--- config.mk ---
export PLATFORM = sky130hd
export DESIGN_NAME = axi_serializer
export DESIGN_NICKNAME = d
export VERILOG_FILES = /design/src/axi_ser_pkg.sv /design/src/id_fifo.sv /design/src/axi_serializer.sv
export SDC_FILE = /design/constraint.sdc
export NUM_CORES = 1
export LEC_CHECK = 0
export ABC_AREA = 1
export BUFFER_PORTS_ARGS = -buffer_cell sky130_fd_sc_hd__buf_4
export CORE_MARGIN = 2
export CORE_UTILIZATION = 38
export DETAILED_ROUTE_END_ITERATION = 8
export GPL_TIMING_DRIVEN = 0
export HOLD_SLACK_MARGIN = 0.02
export PLACE_DENSITY_LB_ADDON = 0.2
export SLEW_MARGIN = 25
export SYNTH_ARGS = -nofsm -noshare
export SYNTH_HDL_FRONTEND = slang
export SYNTH_SLANG_ARGS = --single-unit
--- constraint.sdc ---
create_clock -name clk_i -period 2 [get_ports clk_i]
set_input_delay 0 -clock clk_i [delete_from_list [all_inputs] [get_ports clk_i]]
set_output_delay 0 -clock clk_i [all_outputs]
set_load 0.05 [all_outputs]
--- src/axi_ser_pkg.sv ---
/*
 * Shared widths and the atomic opcode enum of the ID serializer subsystem,
 * single-beat AW, W, B, AR and R channel structs and the request/response bundles
 */
package axi_ser_pkg;

  // Upstream transaction ID width
  // The struct layouts below depend on it
  localparam int unsigned id_w = 4;
  // Word address width
  localparam int unsigned addr_w = 8;
  // Data width of one beat
  localparam int unsigned data_w = 32;

  // Atomic opcode carried on AW
  // Only ATOP_ADD returns a read response
  typedef enum logic [1:0] {
    ATOP_NONE  = 2'd0,
    ATOP_STORE = 2'd1,
    ATOP_ADD   = 2'd2
  } atop_e;

  // Write address channel, 14 bits
  typedef struct packed {
    logic [id_w-1:0]   id;
    logic [addr_w-1:0] addr;
    atop_e             atop;
  } aw_chan_t;

  // Write data channel, single beat so no strobe or last
  typedef struct packed {
    logic [data_w-1:0] data;
  } w_chan_t;

  // Write response channel
  typedef struct packed {
    logic [id_w-1:0] id;
  } b_chan_t;

  // Read address channel, 12 bits
  typedef struct packed {
    logic [id_w-1:0]   id;
    logic [addr_w-1:0] addr;
  } ar_chan_t;

  // Read data channel, last is always set
  typedef struct packed {
    logic [id_w-1:0]   id;
    logic [data_w-1:0] data;
    logic              last;
  } r_chan_t;

  // Everything the manager side drives
  typedef struct packed {
    aw_chan_t aw;
    logic     aw_valid;
    w_chan_t  w;
    logic     w_valid;
    logic     b_ready;
    ar_chan_t ar;
    logic     ar_valid;
    logic     r_ready;
  } axi_req_t;

  // Everything the subordinate side drives
  typedef struct packed {
    logic     aw_ready;
    logic     w_ready;
    b_chan_t  b;
    logic     b_valid;
    logic     ar_ready;
    r_chan_t  r;
    logic     r_valid;
  } axi_rsp_t;

endpackage

--- src/id_fifo.sv ---
/*
 * Circular ID queue without fall-through, with full and empty flags
 * and checks against overflow and underflow
 */
module id_fifo #(
  parameter int unsigned depth = 4
) (
  input  logic                         clk_i,
  input  logic                         rst_n_i,
  input  logic                         push_i,
  input  logic [axi_ser_pkg::id_w-1:0] data_i,
  input  logic                         pop_i,
  output logic [axi_ser_pkg::id_w-1:0] data_o,
  output logic                         full_o,
  output logic                         empty_o
);

  // Pointer needs at least one bit even for a single entry
  localparam int unsigned ptr_w = (depth > 1) ? $clog2(depth) : 1;
  localparam int unsigned cnt_w = $clog2(depth + 1);

  logic [axi_ser_pkg::id_w-1:0] mem_q [depth];
  logic [ptr_w-1:0]             wr_ptr_q;
  logic [ptr_w-1:0]             rd_ptr_q;
  logic [cnt_w-1:0]             count_q;

  assign full_o  = (count_q == cnt_w'(depth));
  assign empty_o = (count_q == '0);
  // Head of queue, a new entry shows up one cycle after its push
  assign data_o  = mem_q[rd_ptr_q];

  always_ff @(posedge clk_i or negedge rst_n_i) begin
    if (!rst_n_i) begin
      wr_ptr_q <= '0;
      rd_ptr_q <= '0;
      count_q  <= '0;
    end else begin
      // Pointers wrap at depth, not at a power of two
      if (push_i) begin
        wr_ptr_q <= (wr_ptr_q == ptr_w'(depth - 1)) ? '0 : wr_ptr_q + ptr_w'(1);
      end
      if (pop_i) begin
        rd_ptr_q <= (rd_ptr_q == ptr_w'(depth - 1)) ? '0 : rd_ptr_q + ptr_w'(1);
      end
      // Occupancy only moves when exactly one side acts
      if (push_i && !pop_i) begin
        count_q <= count_q + cnt_w'(1);
      end else if (pop_i && !push_i) begin
        count_q <= count_q - cnt_w'(1);
      end
    end
  end

  always_ff @(posedge clk_i) begin
    if (push_i) begin
      mem_q[wr_ptr_q] <= data_i;
    end
  end

  // The serializer gates its handshakes with these flags
  no_push_full : assert property (@(posedge clk_i) disable iff (!rst_n_i)
      full_o |-> !push_i)
    else $error("ID queue pushed while full");
  no_pop_empty : assert property (@(posedge clk_i) disable iff (!rst_n_i)
      empty_o |-> !pop_i)
    else $error("ID queue popped while empty");

endmodule

--- src/axi_serializer.sv ---
/*
 * ID serializer: forwards every transaction on ID zero, restores response IDs
 * from a read and a write ID queue and isolates atomics with a drain FSM
 */
module axi_serializer #(
  parameter int unsigned max_read_txns  = 4,
  parameter int unsigned max_write_txns = 4
) (
  input  logic                  clk_i,
  input  logic                  rst_n_i,
  input  axi_ser_pkg::axi_req_t slv_req_i,
  output axi_ser_pkg::axi_rsp_t slv_rsp_o,
  output axi_ser_pkg::axi_req_t mst_req_o,
  input  axi_ser_pkg::axi_rsp_t mst_rsp_i
);

  typedef enum logic [1:0] {
    ATOP_IDLE    = 2'b00,
    ATOP_DRAIN   = 2'b01,
    ATOP_EXECUTE = 2'b10
  } state_e;

  state_e                       state_q;
  state_e                       state_d;
  logic                         rd_push;
  logic                         rd_pop;
  logic                         rd_full;
  logic                         rd_empty;
  logic                         wr_push;
  logic                         wr_pop;
  logic                         wr_full;
  logic                         wr_empty;
  logic [axi_ser_pkg::id_w-1:0] rd_push_id;
  logic [axi_ser_pkg::id_w-1:0] r_id;
  logic [axi_ser_pkg::id_w-1:0] b_id;
  logic                         aw_is_atop;
  logic                         atop_has_r;
  logic                         up_b_valid;
  logic                         up_r_valid;

  assign aw_is_atop = (slv_req_i.aw.atop != axi_ser_pkg::ATOP_NONE);
  // Only the add returns read data
  assign atop_has_r = (slv_req_i.aw.atop == axi_ser_pkg::ATOP_ADD);

  // Responses only go upstream once their ID is known
  assign up_b_valid = mst_rsp_i.b_valid & ~wr_empty;
  assign up_r_valid = mst_rsp_i.r_valid & ~rd_empty;
  assign wr_pop     = up_b_valid & slv_req_i.b_ready;
  assign rd_pop     = up_r_valid & slv_req_i.r_ready & mst_rsp_i.r.last;

  always_comb begin
    state_d    = state_q;
    rd_push    = 1'b0;
    wr_push    = 1'b0;
    rd_push_id = slv_req_i.ar.id;

    // Pass everything straight through by default
    mst_req_o = slv_req_i;
    slv_rsp_o = mst_rsp_i;

    // All traffic downstream runs on ID zero
    mst_req_o.aw.id = '0;
    mst_req_o.ar.id = '0;
    // Original IDs come back from the queue heads
    slv_rsp_o.b.id  = b_id;
    slv_rsp_o.r.id  = r_id;

    // Address handshakes are opened per state below
    mst_req_o.aw_valid = 1'b0;
    slv_rsp_o.aw_ready = 1'b0;
    mst_req_o.ar_valid = 1'b0;
    slv_rsp_o.ar_ready = 1'b0;

    unique case (state_q)
      ATOP_IDLE, ATOP_EXECUTE: begin
        // Atomic is done once its responses have left or are leaving now
        if (state_q == ATOP_EXECUTE && (wr_empty || wr_pop) && (rd_empty || rd_pop)) begin
          state_d = ATOP_IDLE;
        end
        if (state_d == ATOP_IDLE) begin
          // Reads are held off while the read queue has no room
          mst_req_o.ar_valid = slv_req_i.ar_valid & ~rd_full;
          slv_rsp_o.ar_ready = mst_rsp_i.ar_ready & ~rd_full;
          rd_push            = mst_req_o.ar_valid & mst_rsp_i.ar_ready;
          if (slv_req_i.aw_valid) begin
            if (!aw_is_atop) begin
              // Plain write held off while the write queue has no room
              mst_req_o.aw_valid = ~wr_full;
              slv_rsp_o.aw_ready = mst_rsp_i.aw_ready & ~wr_full;
              wr_push            = mst_req_o.aw_valid & mst_rsp_i.aw_ready;
            end else if (!mst_req_o.ar_valid || mst_rsp_i.ar_ready) begin
              // Atomic seen so start draining
              // An AR already raised downstream must finish first
              state_d = ATOP_DRAIN;
            end
          end
        end
      end
      ATOP_DRAIN: begin
        // Issue the atomic alone once nothing is outstanding
        if (wr_empty && rd_empty) begin
          mst_req_o.aw_valid = 1'b1;
          slv_rsp_o.aw_ready = mst_rsp_i.aw_ready;
          wr_push            = mst_rsp_i.aw_ready;
          if (atop_has_r) begin
            // Read queue takes the AW ID for the returned old value
            rd_push_id = slv_req_i.aw.id;
            rd_push    = mst_rsp_i.aw_ready;
          end
          if (mst_rsp_i.aw_ready) begin
            state_d = ATOP_EXECUTE;
          end
        end
      end
      default: state_d = ATOP_IDLE;
    endcase

    // Response handshakes gated by queue occupancy
    slv_rsp_o.b_valid = up_b_valid;
    mst_req_o.b_ready = slv_req_i.b_ready & ~wr_empty;
    slv_rsp_o.r_valid = up_r_valid;
    mst_req_o.r_ready = slv_req_i.r_ready & ~rd_empty;
  end

  always_ff @(posedge clk_i or negedge rst_n_i) begin
    if (!rst_n_i) begin
      state_q <= ATOP_IDLE;
    end else begin
      state_q <= state_d;
    end
  end

  // Read ID queue
  id_fifo #(
    .depth ( max_read_txns )
  ) i_rd_id_fifo (
    .clk_i   ( clk_i      ),
    .rst_n_i ( rst_n_i    ),
    .push_i  ( rd_push    ),
    .data_i  ( rd_push_id ),
    .pop_i   ( rd_pop     ),
    .data_o  ( r_id       ),
    .full_o  ( rd_full    ),
    .empty_o ( rd_empty   )
  );

  // Write ID queue including atomics
  id_fifo #(
    .depth ( max_write_txns )
  ) i_wr_id_fifo (
    .clk_i   ( clk_i           ),
    .rst_n_i ( rst_n_i         ),
    .push_i  ( wr_push         ),
    .data_i  ( slv_req_i.aw.id ),
    .pop_i   ( wr_pop          ),
    .data_o  ( b_id            ),
    .full_o  ( wr_full         ),
    .empty_o ( wr_empty        )
  );

  // Downstream AW only ever carries an upstream AW, also out of the drain
  aw_lost : assert property (@(posedge clk_i) disable iff (!rst_n_i)
      (slv_req_i.aw_valid & slv_rsp_o.aw_ready) == (mst_req_o.aw_valid & mst_rsp_i.aw_ready))
    else $error("AW beat lost or made up");
  // Single beat writes, a W is only taken together with its own AW
  w_lost : assert property (@(posedge clk_i) disable iff (!rst_n_i)
      (slv_req_i.w_valid & slv_rsp_o.w_ready) == (slv_req_i.aw_valid & slv_rsp_o.aw_ready))
    else $error("W beat lost or taken without its AW");
  // A B from the target needs a queued ID or it would be stuck
  b_lost : assert property (@(posedge clk_i) disable iff (!rst_n_i)
      mst_rsp_i.b_valid |-> !wr_empty)
    else $error("B beat lost");
  // Every accepted AR leaves its ID in the read queue
  ar_lost : assert property (@(posedge clk_i) disable iff (!rst_n_i)
      slv_req_i.ar_valid & slv_rsp_o.ar_ready |=> !rd_empty)
    else $error("AR beat lost");
  // An R from the target needs a queued ID or it would be stuck
  r_lost : assert property (@(posedge clk_i) disable iff (!rst_n_i)
      mst_rsp_i.r_valid |-> !rd_empty)
    else $error("R beat lost");

endmodule

## After elaboration in Yosys (flattened, before gate mapping)

Memories as Yosys holds them, arrays and structs flattened.
Index checks and enable logic that the tools add are counted.

- Flip-flop bits (word level): 16
- Bits in latches: 0
- Memory bits (writable): 32
- ROM bits: 0
- Input port bits: 111
- Memories kept: 2

- Add/subtract/negate cells: 8
- Multiply operators: 0
- Div/mod/pow operators: 0
- $lt $le $gt $ge: 0
- Equal/unequal tests: 11
- Shifts and indexed selects: 0
- Multiplexer cells: 42
- Bitwise operators: 15
- Reductions and logical operators: 24

Memories:

| name | depth | width | read ports | clocked after Yosys merged registers in | write ports | RTL line | RTL |
|---|---|---|---|---|---|---|---|
| i_rd_id_fifo.mem_q | 4 | 4 | 1 | 0 | 1 | id_fifo.sv:22 | `logic [axi_ser_pkg::id_w-1:0] mem_q [depth];` |
| i_wr_id_fifo.mem_q | 4 | 4 | 1 | 0 | 1 | id_fifo.sv:22 |  |

Operator list:

| kind | number |
|---|---|
| 2-to-1 mux 2 bit | 12 |
| 2-to-1 mux 1 bit | 19 |
| equality test 2 bit (second input constant) | 6 |
| 2-to-1 mux 3 bit | 4 |
| 2-to-1 mux 4 bit | 3 |
| bitwise AND 1 bit | 11 |
| adder 2 x 1 -> 2 bit (second input constant) | 4 |
| logical AND 1 bit | 7 |
| adder 3 x 1 -> 3 bit (second input constant) | 2 |
| equality test 3 bit (second input constant) | 2 |
| zero test 3 bit | 2 |
| one-hot mux 1 bit (2 select lines) | 3 |
| nonzero test 2 bit | 3 |
| subtractor 3 x 1 -> 3 bit (second input constant) | 2 |
| zero test 1 bit | 5 |
| zero test 2 bit | 2 |
| inequality test 2 bit (second input constant) | 2 |
| inverter 1 bit | 4 |
| one-hot mux 2 bit (2 select lines) | 1 |
| logical OR 1 bit | 3 |
| equality test 2 x 1 -> 1 bit (second input constant) | 1 |
| AND reduction 2 bit | 1 |
| OR reduction 2 bit | 1 |

## Longest topological paths before layout

- Depth after elaboration: 16
- Mapped depth: 13
- Mapped depth without buffers: 13

## By module

From an unflattened synthesis, not the netlist that was laid out.

- Cells, all modules: 361
- Area, all modules: 3213.1 um^2

Modules (own cells, without submodules):

| module | instances | cells an instance | area each (um^2) | seq. area each (um^2) |
|---|---|---|---|---|
| axi_serializer | 1 | 166 | 1096.1 | 50.0 |
| id_fifo at i_wr_id_fifo | 1 | 98 | 1059.8 | 655.6 |
| id_fifo at i_rd_id_fifo | 1 | 97 | 1057.3 | 655.6 |

## Worst setup path after synthesis

OpenSTA, ideal clock, no wires.

- Path kind: register to register
- Start point: register i_rd_id_fifo.count_q[0]
- End point: register i_rd_id_fifo.count_q[2]
- Setup time: 0.131 ns
- Arrival time: 2.080 ns
- Data required time: 1.869 ns
- Slack: -0.211 ns
- Cell stages (with the launch flop): 14
- Path buffers: 0
- Period minus slack after synthesis: 2.211 ns
- Cells stage by stage: dfrtp_1 > nor2_2 > nand2_2 > nor2_4 > nand3_4 > clkinv_4 > nand2_4 > nand2_4 > ha_1 > inv_1 > fa_1 > a21oi_1 > o21ai_0 > xor2_1

- Longest elaborated chain between the ends: 15
- Elaborated cells on any way between the ends: 27
- Classes of those cells: 2 x add/sub; 1 x eq/ne; 7 x mux; 7 x bitwise; 10 x reduce/logical

RTL lines:

| element | RTL line | RTL |
|---|---|---|
| start: declaration | id_fifo.sv:25 | `logic [cnt_w-1:0] count_q;` |
| start signal: assignment | id_fifo.sv:47 | `count_q <= count_q + cnt_w'(1);` |
| start signal: assignment | id_fifo.sv:49 | `count_q <= count_q - cnt_w'(1);` |
| zero test 3 bit | id_fifo.sv:28 | `assign empty_o = (count_q == '0);` |
| inverter 1 bit | axi_serializer.sv:47 | `assign up_r_valid = mst_rsp_i.r_valid & ~rd_empty;` |
| bitwise AND 1 bit | axi_serializer.sv:47 |  |
| bitwise AND 1 bit (2 in series) | axi_serializer.sv:49 | `assign rd_pop = up_r_valid & slv_req_i.r_ready & mst_rsp_i.r.last;` |
| logical OR 1 bit | axi_serializer.sv:77 | `if (state_q == ATOP_EXECUTE && (wr_empty \|\| wr_pop) && (rd_empty \|\| rd_pop)) begin` |
| logical AND 1 bit | axi_serializer.sv:77 |  |
| 2-to-1 mux 2 bit | axi_serializer.sv:77 |  |
| 2-to-1 mux 2 bit | axi_serializer.sv:74 | `unique case (state_q)` |
| zero test 2 bit | axi_serializer.sv:80 | `if (state_d == ATOP_IDLE) begin` |
| 2-to-1 mux 1 bit | axi_serializer.sv:80 |  |
| one-hot mux 1 bit (2 select lines) (*) | axi_serializer.sv:74 |  |
| via i_rd_id_fifo.push_i | id_fifo.sv:10 | `input logic push_i,` |
| zero test 1 bit | id_fifo.sv:48 | `end else if (pop_i && !push_i) begin` |
| logical AND 1 bit | id_fifo.sv:48 |  |
| nonzero test 2 bit (no source line) | n/a |  |

Mark *: on every way through the listed nets, which the timed path passes. The rest lies on a longest branch. The select of a mux whose other input is x is not followed.
A chain may end at the register's enable or synchronous reset.

## Worst setup path after layout

- Start point: register i_wr_id_fifo.count_q[1]
- End point: register i_wr_id_fifo.count_q[2]

- Longest elaborated chain between the ends: 15
- Elaborated cells on any way between the ends: 28
- Classes of those cells: 2 x add/sub; 1 x eq/ne; 9 x mux; 5 x bitwise; 11 x reduce/logical

RTL lines:

| element | RTL line | RTL |
|---|---|---|
| start: declaration | id_fifo.sv:25 |  |
| start signal: assignment | id_fifo.sv:47 |  |
| start signal: assignment | id_fifo.sv:49 |  |
| zero test 3 bit | id_fifo.sv:28 |  |
| inverter 1 bit | axi_serializer.sv:46 | `assign up_b_valid = mst_rsp_i.b_valid & ~wr_empty;` |
| bitwise AND 1 bit | axi_serializer.sv:46 |  |
| bitwise AND 1 bit | axi_serializer.sv:48 | `assign wr_pop = up_b_valid & slv_req_i.b_ready;` |
| logical OR 1 bit | axi_serializer.sv:77 |  |
| logical AND 1 bit (2 in series) | axi_serializer.sv:77 |  |
| 2-to-1 mux 2 bit | axi_serializer.sv:77 |  |
| 2-to-1 mux 2 bit | axi_serializer.sv:74 |  |
| zero test 2 bit | axi_serializer.sv:80 |  |
| 2-to-1 mux 1 bit | axi_serializer.sv:80 |  |
| one-hot mux 1 bit (2 select lines) (*) | axi_serializer.sv:74 |  |
| via i_wr_id_fifo.push_i | id_fifo.sv:10 |  |
| zero test 1 bit | id_fifo.sv:48 |  |
| logical AND 1 bit | id_fifo.sv:48 |  |
| nonzero test 2 bit (no source line) | n/a |  |

Marked as above.

==> flow_metrics.py <==
metrics = {
    "placed_design": {
        "pre_cts_ws_ps": -246,
        "post-place-cells": 572,
        "dpl.hpwl_um": 5960,
        "io_buffers": 121,
        "gp_congestion": 0.764,
    },
    "global_route": {
        "grt_pass1_wl_um": 10800,
        "antenna_found_initial": 0,
        "grt_pass1_vias": 2381,
        "gr-usage-all-layers_pct": 15.3,
        "grt_overflow": 0,
        "grt_max_degree": 17,
    },
    "drt": {
        "drtIter0Drc": 87,
        "post-route-drc-count": 0,
        "drtPass1Iterations": 4,
        "dr_total_vias": 2564,
        "post_drt_wl_per_cell_um": 12.2,
        "wirelength_um": 7350,
        "ant_nets": 0,
        "viasPerCell": 4.27,
    },
    "finish": {
        "drive_above_1_share_pct": 56.9,
        "antenna_cells": 0,
        "postLayoutCoreUtil_pct": 57.1,
        "syn2layout_area_growth_pct": 47.2,
        "fillers": 702,
        "finalNonFillerCells": 601,
        "fin_nets": 620,
    },
    "floorplan": {
        "die_area_um2": 9050,
        "row_count": 33,
        "die_w_um": 95.1,
        "die_y_um": 95.1,
        "pin_count": 220,
        "initial_core_util_pct": 38.8,
        "coreArea_um2": 8130,
    },
    "worst_setup_path": {
        "cp_data_required_time_ps": 2180,
        "cp_max_fo": 3,
        "setup.worst_path.start": "i_wr_id_fifo.count_q[1]",
        "crit_family": "simple AND/OR/NAND/NOR gates",
        "cp-end-kind": "register",
        "crit-reg2reg-launch": "i_wr_id_fifo.count_q[1]",
        "crit_path_top_delay_cell": "dfrtp_2",
        "arrival_ps": 2340,
        "cpMostUsedCell": "nand2_2",
        "path_cells": "nor2_4 > nand2_2 > o21ai_1 > nand2_1 > nand2_2 > nand3_4 > nand2_4 > ha_4 > inv_4 > fa_2 > a21oi_2 > o21ai_2 > xor2_1",
        "start_kind": "register",
        "cpPeakStageDelay_ps": 450,
        "crit_buf_inv": 1,
        "crit_type": "reg2reg",
    },
    "clock_tree": {
        "clk_latency_ps": 300,
        "clk_pin_slew_ps": 90,
        "max-clock-path-buffers": 2,
        "cts_tree": "yes",
        "clock-sinks": 48,
        "htree_levels": 2,
        "numCtsBuffers": 5,
        "cts_root_buf": "clkbuf_8",
    },
    "yosys": {
        "yosys_register_bits": 48,
        "synth.largest_area_cell": "edfxtp_1",
        "yosysUniqueCellTypes": 29,
        "ys_top_cells_by_area": "edfxtp_1 30%, buf_4 23%, dfrtp_1 13%",
        "seq_area_frac_synth_pct": 43.2,
        "yosysWarnings": 0,
        "synth.avg_cell_area_um2": 9.30,
        "syn_area_um2": 3150,
        "synth_top_area_share_pct": 30.5,
        "synthCells": 339,
    },
    "sta": {
        "setup-violations-final": 4,
        "fin_worst_skew_ps": 6.78,
        "fin_ws_ps": -166,
        "rsz0062_at_grt": "true",
        "final-max-slew-violation-count": 0,
        "hold_viol_final": 0,
        "fmax_ghz": 0.462,
        "period_share_pct": 108,
        "fin_crit_ps": 2170,
    },
    "pwr": {
        "p_leak_nw": 2.26,
        "powerDensity_nw_per_um2": 1050,
        "ir_drop_mv": 0.732,
    },
    "min_path": {
        "hold_class": "in2reg",
        "worstHoldStart": "mst_rsp_i[38]",
    },
    "flow_run": {
        "maxCapViolCount": 0,
    },
    "outcome": {
        "violations": "setup timing",
        "status": "finished with violations",
    },
}
-- area by class of cell --
type                            instances  area (µm²)  area share, %
Timing Repair Buffer                  142        1080           23.3
Sequential cell                        48        1360           29.4
Clock buffer                            5        68.8           1.48
Multi-Input combinational cell        163        1070           23.2
Clock inverter                          3        42.5          0.916
Inverter                               37         151           3.26
Tap cell                              105         131           2.83
Buffer                                 98         728           15.7
-- cell usage in the layout (no fill, tap or decap), types with 2 or more instances in the layout --
master         netlist  final
xor2_1               2      2
o21ai_0             26     21
nor2_4               3      8
nand2_4              2      3
edfxtp_1            32     32
mux2_2               2      2
dlygate4sd3_1        0      5
ha_4                 0      2
a21oi_2              0      2
nand3_4              1      3
nor2_2               5      5
conb_1               1      8
nand3_1              7      6
nor3_4               0      2
clkbuf_8             0      5
o21ai_2              0      2
ha_1                12     10
o22ai_1              8      8
nand2_2              4      3
nor2_1              37     32
xnor2_1              2      2
nand2_1             34     34
clkbuf_1             2      2
inv_4                1      3
inv_1               34     32
buf_4               96    232
dfrtp_1             16     15
fa_2                 0      2
o21ai_1              0      3
-- path summary, 6_finish.rpt --
kind | endpoint | slack [ps] | cells past startpoint
max | i_wr_id_fifo.count_q[2] | -170 | 13
min | state_q[0] | 50 | 3
max reg2reg | i_wr_id_fifo.count_q[2] | -170 | 13
min reg2reg | i_rd_id_fifo.count_q[0] | 530 | 1
max in group asynchronous | i_wr_id_fifo.count_q[1] | 1690 | 2
min in group asynchronous | i_rd_id_fifo.count_q[2] | 90 | 2
-- power breakdown --
group          internal, mW  switching (mW)
combinational         0.966            1.81
clock                 0.370           0.320
sequential             1.25           0.164
-- worst min-delay path, cell delays in order --
cell	delay, ps
buf_4	90
o21ai_0	80
o21bai_1	140
-- metal layers --
layer,part of all wire [%],up-vias,GRT usage (%),routed length (µm)
met4,0.76,0,3.26,56
met3,8.0,5,3.16,589
li1,-,1288,-,-
met5,0,-,0,0
met2,55,98,29.8,4080
met1,36,1173,17.0,2630
-- per-stage QoR --
| stage | TNS [ps] | hold slack, ps | power, mW | cell area (µm²) |
|---|---|---|---|---|
| after floorplan | -83.5 | -296 | 3.36 | 3230 |
| after global placement | -710 | -123 | 3.98 | 4270 |
| after detailed placement | -836 | -116 | 4.05 | 4270 |
| after CTS | -597 | 32.5 | 4.84 | 4550 |
| after global routing | -976 | 75.9 | 5.21 | 4640 |
| final | -456 | 45.0 | 4.89 | 4640 |
-- flip-flops by register name, indices dropped and copies added (netlist names) --
signal                 flops
i_rd_id_fifo.rd_ptr_q      2
i_wr_id_fifo.rd_ptr_q      2
i_rd_id_fifo.count_q       3
i_rd_id_fifo.mem_q        16
i_wr_id_fifo.mem_q        16
i_wr_id_fifo.wr_ptr_q      2
state_q                    2
i_rd_id_fifo.wr_ptr_q      2
i_wr_id_fifo.count_q       3
-- synth_stat cells --
cell type	count
conb_1	1
nand2_1	34
o21bai_1	1
nor2_2	5
edfxtp_1	32
ha_1	12
inv_2	1
xor2_1	2
dfrtp_1	16
nand3_4	1
o21ai_0	26
nor2_4	3
nand3_2	2
o22ai_1	8
buf_4	96
mux2_2	2
nand2_2	4
nand3_1	7
fa_1	2
clkinv_4	1
a21oi_1	2
nor3_1	2
xnor2_1	2
nor2_1	37
nand2_4	2
a21boi_0	1
inv_4	1
inv_1	34
clkbuf_1	2
-- what timing repair did --
item	in CTS	in global routing
gates resized for setup	11	13
endpoints found under the hold margin	32	0
hold buffers	5	0
pin swaps	5	3
setup buffers	11	5
setup endpoints to repair	4	33
-- logic make-up after synthesis --
logic type      Yosys count  share of synthesized area, %
mux                       2                         0.714
simple gates             97                          14.6
xor+xnor                  4                          1.11
flops                    48                          43.2
other cells               1                         0.119
compound gates           38                          6.51
fa+ha+maj                14                          6.03
buf+inv                 135                          27.7
No activity file was read; power rests on OpenSTA's default activity.
